`config.mk`:
```
export PLATFORM = sky130hd
export DESIGN_NAME = alu
export DESIGN_NICKNAME = d
export VERILOG_FILES = /design/src/rv_pipe_pkg.sv /design/src/alu.sv
export SDC_FILE = /design/constraint.sdc
export NUM_CORES = 1
export LEC_CHECK = 0
export ABC_AREA = 1
export BUFFER_PORTS_ARGS = -buffer_cell sky130_fd_sc_hd__buf_4
export CELL_PAD_IN_SITES_DETAIL_PLACEMENT = 2
export CELL_PAD_IN_SITES_GLOBAL_PLACEMENT = 2
export CORE_MARGIN = 4
export CORE_UTILIZATION = 30
export DETAILED_ROUTE_END_ITERATION = 10
export PLACE_DENSITY_LB_ADDON = 0.08
export SYNTH_ARGS = -nofsm -noshare
export SYNTH_HDL_FRONTEND = slang
export SYNTH_SLANG_ARGS = --single-unit
export TNS_END_PERCENT = 50
```
`constraint.sdc`:
```
create_clock -name vclk -period 3.04
set_input_delay 0.304 -clock vclk [all_inputs]
set_output_delay 0.304 -clock vclk [all_outputs]
set_load 0.02 [all_outputs]
```
`src/rv_pipe_pkg.sv`:
```
package rv_pipe_pkg;

	//////////////////////////////////////////////////
	// Widths and sizes
	//////////////////////////////////////////////////
	localparam int xlen       = 32;              // Data path width
	localparam int pc_w       = 12;              // 4 KB program space
	localparam int dmem_aw    = 10;              // Data memory word address
	localparam int dmem_depth = 1 << dmem_aw;    // 1024 words
	localparam int imem_depth = 1024;            // ROM words

	typedef logic [xlen-1:0]    word_t;
	typedef logic [pc_w-1:0]    pc_t;            // Byte address of an instruction
	typedef logic [4:0]         reg_idx_t;
	typedef logic [dmem_aw-1:0] dmem_addr_t;
	typedef logic [3:0]         byte_en_t;       // One bit per byte lane

	// Load and store width, same values as funct3
	typedef logic [2:0] mem_size_t;
	localparam mem_size_t size_b  = 3'b000;
	localparam mem_size_t size_h  = 3'b001;
	localparam mem_size_t size_w  = 3'b010;
	localparam mem_size_t size_bu = 3'b100;
	localparam mem_size_t size_hu = 3'b101;

	// ALU codes are {funct7[5], funct3} so the decoder can build them directly
	typedef enum logic [3:0] {
		alu_add  = 4'b0000,
		alu_sll  = 4'b0001,
		alu_slt  = 4'b0010,
		alu_sltu = 4'b0011,
		alu_xor  = 4'b0100,
		alu_srl  = 4'b0101,
		alu_or   = 4'b0110,
		alu_and  = 4'b0111,
		alu_sub  = 4'b1000,
		alu_sra  = 4'b1101
	} alu_op_t;

	// Write-back source
	typedef enum logic [1:0] {
		wb_pc4  = 2'd0,
		wb_alu  = 2'd1,
		wb_imm  = 2'd2,
		wb_load = 2'd3
	} wb_sel_t;

	//////////////////////////////////////////////////
	// Opcodes
	//////////////////////////////////////////////////
	localparam logic [6:0] op_rtype = 7'b0110011;
	localparam logic [6:0] op_itype = 7'b0010011;
	localparam logic [6:0] op_load  = 7'b0000011;
	localparam logic [6:0] op_store = 7'b0100011;
	localparam logic [6:0] op_lui   = 7'b0110111;
	localparam logic [6:0] op_auipc = 7'b0010111;

endpackage

```
`src/alu.sv`:
```
`timescale 1ns/1ps

module alu (
	input  rv_pipe_pkg::word_t   op_a,
	input  rv_pipe_pkg::word_t   op_b,
	input  rv_pipe_pkg::alu_op_t alu_op,
	output rv_pipe_pkg::word_t   res
);

	logic [4:0] shamt;

	assign shamt = op_b[4:0];                // RV32 shift amount

	always_comb begin
		case (alu_op)
			rv_pipe_pkg::alu_add:  res = op_a + op_b;
			rv_pipe_pkg::alu_sub:  res = op_a - op_b;
			rv_pipe_pkg::alu_sll:  res = op_a << shamt;
			rv_pipe_pkg::alu_slt:
				res = rv_pipe_pkg::word_t'($signed(op_a) < $signed(op_b));
			rv_pipe_pkg::alu_sltu:
				res = rv_pipe_pkg::word_t'(op_a < op_b);
			rv_pipe_pkg::alu_xor:  res = op_a ^ op_b;
			rv_pipe_pkg::alu_srl:  res = op_a >> shamt;
			rv_pipe_pkg::alu_sra:
				res = rv_pipe_pkg::word_t'($signed(op_a) >>> shamt);   // Keeps sign bit
			rv_pipe_pkg::alu_or:   res = op_a | op_b;
			rv_pipe_pkg::alu_and:  res = op_a & op_b;
			default:               res = op_a + op_b;
		endcase
	end

endmodule

```
**Word-level counts from Yosys, hierarchy flattened**

Index checks and enable logic that the tools add are counted.

- Register bits after elaboration: 0
- Output and inout bits: 32
- Logic and storage cells: 20
- Bits in latches: 0
- Memory bits (writable): 0
- Bits of input ports: 68
- Memory bits (read-only): 0
- Memories: 0

- Mux-type cells: 1
- Div/mod/pow operators: 0
- Reductions and logical operators: 0
- $mul: 0
- $add $sub $neg: 2
- Order comparisons: 2
- Bitwise operators: 3
- Eq/ne operators: 9
- Shift-type cells: 3

Operator list:

| operator | count |
|---|---|
| $pmux W32 S9 | 1 |
| $lt A32 B32 Y1 | 2 |
| $add A32 B32 Y32 | 1 |
| $and A32 B32 Y32 | 1 |
| $or A32 B32 Y32 | 1 |
| $shl A32 B5 Y32 | 1 |
| $shr A32 B5 Y32 | 1 |
| $sshr A32 B5 Y32 | 1 |
| $sub A32 B32 Y32 | 1 |
| $xor A32 B32 Y32 | 1 |
| $eq A4 B3 Y1 const B | 4 |
| $eq A4 B2 Y1 const B | 2 |
| $eq A4 B4 Y1 const B | 2 |
| $eq A4 B1 Y1 const B | 1 |

**Longest topological paths before layout**

Gate-level depths: netlist of run 1.

- Depth after elaboration: 2
- Gate-level depth with buffers: 18
- Depth with buffers taken out: 16

**Worst setup path after synthesis of run 1**

OpenSTA, ideal clock, no wires.

- Kind: input-to-output
- From: input op_b[3]
- To: output res[17]
- Data required time: 2736 ps
- Setup slack: 259 ps
- Cell stages on the path: 16
- Arrival time: 2477 ps
- Path buffers: 4
- Cells stage by stage: buf_2 > inv_1 > buf_2 > buf_1 > ha_1 > buf_2 > nor2_1 > nand3_1 > nand3_1 > nand2_1 > nand2_1 > nand2_1 > nand2_1 > nand2_1 > nand3_1 > nand4_1

- Cells in the longest elaborated chain, start to end: 2
- Elaborated cells on any way between the ends: 6
- Classes of those cells: add/sub (2); shift (3); mux (1)

RTL lines:

| item | line | source |
|---|---|---|
| start: declaration | alu.sv:5 | `input rv_pipe_pkg::word_t op_b,` |
| $add A32 B32 Y32, or another cell as far along | alu.sv:16, alu.sv:29 |  |
| $pmux W32 S9 (*) | alu.sv:15 | `case (alu_op)` |
| end: declaration | alu.sv:7 | `output rv_pipe_pkg::word_t res` |

Mark *: on every way between the ends. The rest lies on a longest branch, timed or not.

**Final worst setup path of run 1**

- From: input op_a[3]
- To: output res[11]

- Cells in the longest elaborated chain, start to end: 2
- Elaborated cells on any way between the ends: 6
- Classes of those cells: add/sub (2); shift (3); mux (1)

RTL lines:

| item | line | source |
|---|---|---|
| start: declaration | alu.sv:4 | `input rv_pipe_pkg::word_t op_a,` |
| $add A32 B32 Y32, or another cell as far along | alu.sv:16, alu.sv:29 |  |
| $pmux W32 S9 (*) | alu.sv:15 |  |

Marked as above.

==> results.yml, run 1 <==
placement:
  gp_congestion: 0.964
  placed_cells: 2595
  hpwl_mm: 54.6
  pre_cts_slack_ns: 0.0346
  port_buffers: 100
outcome:
  run_status: "finished, final reports clean"
global_routing:
  busiest_layer: "met2"
  grt_pass1_wl_mm: 94.6
  grtUsageTotal: 0.341
  first_global_vias: 15400
  antenna_found_initial: 0
  grt_overflow_total: 0
  grt_start_max_net_pins: 68
  met1_usage: 0.451
  globalRouteMet2Util: 0.575
  grt_util_met3: 0.0410
timing:
  holdWs_ns: 1.16
  hold_viol_final: 0
  tightest_slew_ns: 0.801
  final.period_utilization: 0.967
  relSlewSlack: 0.466
  slew_viol_final: 0
  min_period_ns: 2.94
  max_clock_freq_mhz: 340
  setup_viol: 0
  timing.final.ws_setup_ns: 0.0997
power_and_ir_drop:
  peakVddDrop_v: 0.0000769
  power_density_nw_per_um2: 207
  power.static_leakage_nw: 6.53
worst_setup_path:
  setup.worst_path.start_class: "input pin"
  cp.arrival_ns: 2.64
  critPathCaptureType: "output pin"
  worstSetupPathType: "in2out"
  crit_required_ns: 2.74
  critPathMaxFanout: 9
final_layout:
  final_nets: 2322
  multi_input_area_um2: 8520
  final_cells: 2595
  seq_area_um2: 0
  final_common_cell: "nand2_1"
  layout_common_cells: "701 x nand2_1, 412 x nand3_1, 284 x inv_1"
  area_growth_pct: 14.6
  seq_cell_count: 0
  fillerInstances: 4479
  insertedDiodeCount: 0
  drive_gt1_frac: 0.0994
  clkbuf_count: 0
clock_network:
  post_cts_buffers: 0
  ctsResizeCount: 0
  ctsHoldBuffers: 0
synthesis:
  seq_area_frac_synth: 0
  yosysWarnings: 0
  yosysTopAreaCell: "nand2_1"
  synth.distinct_cells: 43
  synth_nets: 2244
  yosys-top-cells-area: "nand2_1 26%, nand3_1 21%, ha_1 12%"
  synth_top_area_frac: 0.263
  syn_area_per_cell_um2: 4.83
  synth_area_um2: 10000
  syn_inst: 2077
die:
  die_y_um: 191
  initial_core_util: 0.306
  pin_count: 100
  core-area_um2: 32800
  die_area_um2: 36400
  num_rows: 66
  die_x_um: 191
detailed_routing:
  drt-initial-drc-count: 821
  ant_nets: 0
  viasPerCell: 5.57
  wirelength_mm: 63.8
  drc_errors: 0
  first_pass_iters: 5
  vias: 14400
  wl_per_cell_um: 24.6
run:
  max_cap_violations: 0
hold_path:
  hp-class: "in2out"
[path summary, 6_finish.rpt]
check                      from  endpoint  slack, ns  cells after the start
worst min-delay path  alu_op[2]    res[0]       1.16                      5
worst max-delay path    op_a[3]   res[11]        0.1                     16
[worst max-delay path, stage by stage]
cell	delay (ns)
buf_4	0.12
inv_1	0.05
ha_1	0.32
buf_4	0.21
nand2_1	0.18
nor2_2	0.26
nand2_1	0.10
nand2_2	0.14
nand2_1	0.08
nand2_1	0.18
xor2_1	0.18
nand2_1	0.07
nand2_1	0.07
inv_1	0.09
nand2_1	0.12
buf_4	0.16
[final cells by class]
cell class / count / area share
timing repair buffer: 166 / 0.114
inverter: 295 / 0.0970
tap: 442 / 0.0481
multi-input combinational: 1692 / 0.741
[cell usage after synthesis, drive strengths merged (10+ instances only)]
| cell | n |
|---|---|
| xor2 | 11 |
| a21oi | 87 |
| nor3 | 17 |
| and2 | 10 |
| clkbuf | 14 |
| nor2 | 183 |
| nand2 | 708 |
| o22ai | 15 |
| buf | 76 |
| nand3 | 416 |
| ha | 97 |
| inv | 295 |
| o211ai | 17 |
| o21ai | 55 |
| nand4 | 35 |
[cells by family (layout without fill, tap and decap cells)]
logic type / after synthesis / count (layout) / synth area share
AOI/OAI and AO/OA: 199 / 199 / 0.113
adders and majority gates: 99 / 99 / 0.125
xor gates and xnor gates: 11 / 11 / 0.00961
buffers and inverters: 385 / 461 / 0.156
and+or+nand+nor: 1383 / 1383 / 0.596
[where the power goes]
part / total (mW) / internal, mW / switching (mW) / leakage, nW
registers: 0 / 0 / 0 / 0
logic: 2.38 / 0.728 / 1.65 / 6.53
clock network: 0 / 0 / 0 / 0
total: 2.38 / 0.728 / 1.65 / 6.53
[through the flow]
| step | util | cell area (µm²) | setup TNS, ns | power (mW) |
|---|---|---|---|---|
| floorplan | - | 10000 | 0 | 1.35 |
| global placement | 0.349 | 11400 | 0 | 2.27 |
| detailed placement | 0.349 | 11400 | 0 | 2.33 |
| CTS | 0.349 | 11400 | 0 | 2.34 |
| global route | 0.351 | 11500 | -0.0376 | 2.59 |
| finish | 0.351 | 11500 | 0 | 2.38 |
[layer usage]
metal  vias up  share of wire
met3       104          0.056
met5         -              0
met4         0          0.041
met2       386           0.46
met1      7109           0.44
li1       6844              -
Note: power is estimated with default switching activity, not from simulation.
==> run 2, diff against run 1 <==
--- a/config.mk
+++ b/config.mk
@@ -5,12 +5,11 @@
 export SDC_FILE = /design/constraint.sdc
 export NUM_CORES = 1
 export LEC_CHECK = 0
-export ABC_AREA = 1
 export BUFFER_PORTS_ARGS = -buffer_cell sky130_fd_sc_hd__buf_4
 export CELL_PAD_IN_SITES_DETAIL_PLACEMENT = 2
 export CELL_PAD_IN_SITES_GLOBAL_PLACEMENT = 2
 export CORE_MARGIN = 4
-export CORE_UTILIZATION = 30
+export CORE_UTILIZATION = 35
 export DETAILED_ROUTE_END_ITERATION = 10
 export PLACE_DENSITY_LB_ADDON = 0.08
 export SYNTH_ARGS = -nofsm -noshare
==> run 2 against run 1 <==
The run now fails in 3_5_place_dp. Synthesized area down 14%. Synthesized cell count is 39% lower.
==> results.yml, run 2 <==
synthesis:
  syn_inst: 1269
  yosysWarnings: 0
  synth_area_um2: 8630
  syn_area_per_cell_um2: 6.80
  synth_top_area_frac: 0.141
  yosysMostFrequentCell: "nor2_1"
  synth.distinct_cells: 88
  yosys-top-cells-area: "ha_1 14%, mux4_2 11%, nor2_1 6.6%"
  yosysTopAreaCell: "ha_1"
  seq_area_frac_synth: 0
  synth_nets: 1436
  synth.top_cells.by_count: "152 x nor2_1, 114 x nand2_1, 113 x a21oi_1, 101 x inv_1, 97 x ha_1"
die:
  die_y_um: 165
  initial_core_util: 0.355
  num_rows: 57
  die_x_um: 165
  pin_count: 100
outcome:
  stop_stage: "3_5_place_dp"
  run_status: "did not finish"
  tool.error: "[ERROR DPL-0033] detailed placement checks failed during check placement."
placement:
  hpwl_mm: 51.9
  gp_congestion: 1.00
  port_buffers: 100
-- run 2: changes by cell type after synthesis, sizes merged, moves of 40 or more --
cell    delta
clkbuf    +49
inv      -188
mux2i     +40
mux4      +42
nand2    -594
nand3    -398
o21ai     +41
-- run 2: logic make-up after synthesis --
family,count (synthesis),share of synthesized area
mux,99,0.179
compound gates,471,0.374
simple gates,386,0.199
buf+inv,209,0.0979
xor+xnor,5,0.00508
fa+ha+maj,99,0.145
-- run 2: per-stage QoR --
step	setup WS, ns	TNS [ns]	std cells	instance area [µm²]
floorplan	-0.224	-1.59	1269	8870
global placement	-0.704	-11.08	1969	12500
==> run 3, diff against run 2 <==
==> config.mk (replaced) <==
export PLATFORM = sky130hd
export DESIGN_NAME = alu
export DESIGN_NICKNAME = d
export VERILOG_FILES = /design/src/rv_pipe_pkg.sv /design/src/alu.sv
export SDC_FILE = /design/constraint.sdc
export NUM_CORES = 1
export LEC_CHECK = 0
export BUFFER_PORTS_ARGS = -buffer_cell sky130_fd_sc_hd__buf_4
export CORE_MARGIN = 4
export CORE_UTILIZATION = 26
export DETAILED_ROUTE_END_ITERATION = 10
export PLACE_DENSITY_LB_ADDON = 0.15
export SYNTH_ARGS = -nofsm -noshare
export SYNTH_HDL_FRONTEND = slang
export SYNTH_SLANG_ARGS = --single-unit
export TNS_END_PERCENT = 50
==> run 3 against run 2 <==
Synthesized cell count did not move. The flow now finishes, with violations (negative setup slack). Synthesized area did not move.
==> results.yml, run 3 <==
final_layout:
  fillerInstances: 3379
  seq_area_um2: 0
  final_nets: 1909
  drive_gt1_frac: 0.483
  design_area_um2: 14800
  multi_input_area_um2: 9040
  final_common_cell: "buf_4"
  clkbuf_count: 0
  seq_cell_count: 0
  layout_common_cells: "523 x buf_4, 142 x nor2_1, 109 x nand2_1"
  area_growth_pct: 71.0
outcome:
  run_status: "finished, violations left"
  violations: "negative setup slack"
global_routing:
  grtUsageTotal: 0.275
  grt_pass1_wl_mm: 76.6
  grt_start_max_net_pins: 69
  antenna_found_initial: 0
  grt_overflow_total: 0
  first_global_vias: 12200
detailed_routing:
  wirelength_mm: 52.2
  drc_errors: 0
  viasPerCell: 5.68
  wl_per_cell_um: 23.9
  drt-initial-drc-count: 1465
  first_pass_iters: 6
  vias: 12400
  ant_nets: 0
placement:
  hpwl_mm: 41.5
  gp_congestion: 0.989
  place_area_um2: 12800
  port_buffers: 100
synthesis:
  synth_top_area_frac: 0.141
  yosysWarnings: 0
  seq_area_frac_synth: 0
  yosys-top-cells-area: "ha_1 14%, mux4_2 11%, nor2_1 6.6%"
  syn_inst: 1269
  synth_nets: 1436
  synth.distinct_cells: 88
  yosysTopAreaCell: "ha_1"
  synth.top_cells.by_count: "152 x nor2_1, 114 x nand2_1, 113 x a21oi_1, 101 x inv_1, 97 x ha_1"
  syn_area_per_cell_um2: 6.80
  yosysMostFrequentCell: "nor2_1"
  synth_area_um2: 8630
timing:
  rsz0062_at_grt: "true"
  slew_viol_final: 0
  min_period_ns: 3.46
  hold_viol_final: 0
  final.period_utilization: 1.14
  setup_viol: 28
  tightest_slew_ns: 0.834
  timing.final.ws_setup_ns: -0.424
  holdWs_ns: 1.25
  max_clock_freq_mhz: 289
  relSlewSlack: 0.438
die:
  die_area_um2: 36200
  die_y_um: 190
  pin_count: 100
  initial_core_util: 0.264
  num_rows: 66
  die_x_um: 190
  core-area_um2: 32600
worst_setup_path:
  setup.worst_path.start_class: "input pin"
  cp_slowest_cell: "a221o_2"
  worst_path_most_repeated_cell: "buf_6"
  crit_required_ns: 2.74
  cp.arrival_ns: 3.16
  crit_path_cell_trace: "buf_8, inv_4, ha_4, inv_2, fa_2, nor3b_4, o311ai_2, a31oi_1, buf_4, o2111ai_2, buf_6, a21oi_4, a221o_2, a21boi_2, nor3_1, a221o_1, buf_6"
  worst_path_largest_cell_delay_ns: 0.46
  critPathCaptureType: "output pin"
  critPathMaxFanout: 3
  worstSetupPathType: "in2out"
hold_path:
  hp-class: "in2out"
run:
  max_cap_violations: 0
clock_network:
  ctsHoldBuffers: 0
power_and_ir_drop:
  power_density_nw_per_um2: 220
  peakVddDrop_v: 0.0000876
  power.static_leakage_nw: 6.60
-- run 3: metal layers --
| layer | GRT usage | vias to the layer above | share of wire |
|---|---|---|---|
| met5 | 0 | - | 0 |
| met3 | 0.0451 | 96 | 0.085 |
| li1 | - | 5725 | - |
| met2 | 0.426 | 538 | 0.43 |
| met1 | 0.398 | 6041 | 0.45 |
| met4 | 0.0674 | 0 | 0.032 |
-- run 3: final timing paths --
check,slack (ns),start,cells past startpoint,endpoint
max,-0.42,op_a[0],17,res[28]
min,1.25,op_a[1],5,res[1]
-- run 3: kinds of logic after synthesis --
group / count (synthesis) / synth area share
buffers and inverters: 209 / 0.0979
muxes: 99 / 0.179
and+or+nand+nor: 386 / 0.199
adders and majority gates: 99 / 0.145
xor gates and xnor gates: 5 / 0.00508
AOI/OAI and AO/OA: 471 / 0.374
-- run 3: critical path, delay by kind of cell --
kind,cells,cell delay [ns]
AOI/OAI and AO/OA,7,1.52
adders and majority gates,2,0.45
buffers and inverters,6,0.61
and+or+nand+nor,2,0.23
-- run 3: power breakdown --
group,switching (mW),internal [mW]
sequential,0,0
combinational,1.72,1.52
clock,0,0.0000000148
-- run 3: area by class of cell --
| cell class | instances | share of cell area |
|---|---|---|
| multi-input cells | 1060 | 0.613 |
| repair buffers | 572 | 0.319 |
| well taps | 442 | 0.0375 |
| inverters | 108 | 0.0301 |
| diodes | 1 | 0.000170 |
-- run 3: per-stage QoR --
step | TNS [ns] | setup slack [ns] | total power, mW | util | cells
2_1_floorplan | -1.59 | -0.224 | 1.37 | - | 1269
3_3_place_gp | -12.34 | -0.691 | 2.72 | 0.393 | 2123
3_5_place_dp | -12.16 | -0.707 | 2.71 | 0.393 | 2123
4_1_cts | -5.96 | -0.465 | 3.02 | 0.431 | 2161
5_1_grt | -8.49 | -0.577 | 3.43 | 0.452 | 2182
6_report | -5.94 | -0.424 | 3.25 | 0.452 | 2183
-- run 3: repair_timing --
action                     in CTS  in global routing
gates resized for setup       184                107
cloned                          6                  0
setup buffers                  32                 21
pin swaps                      58                 58
setup endpoints to repair      31                 32
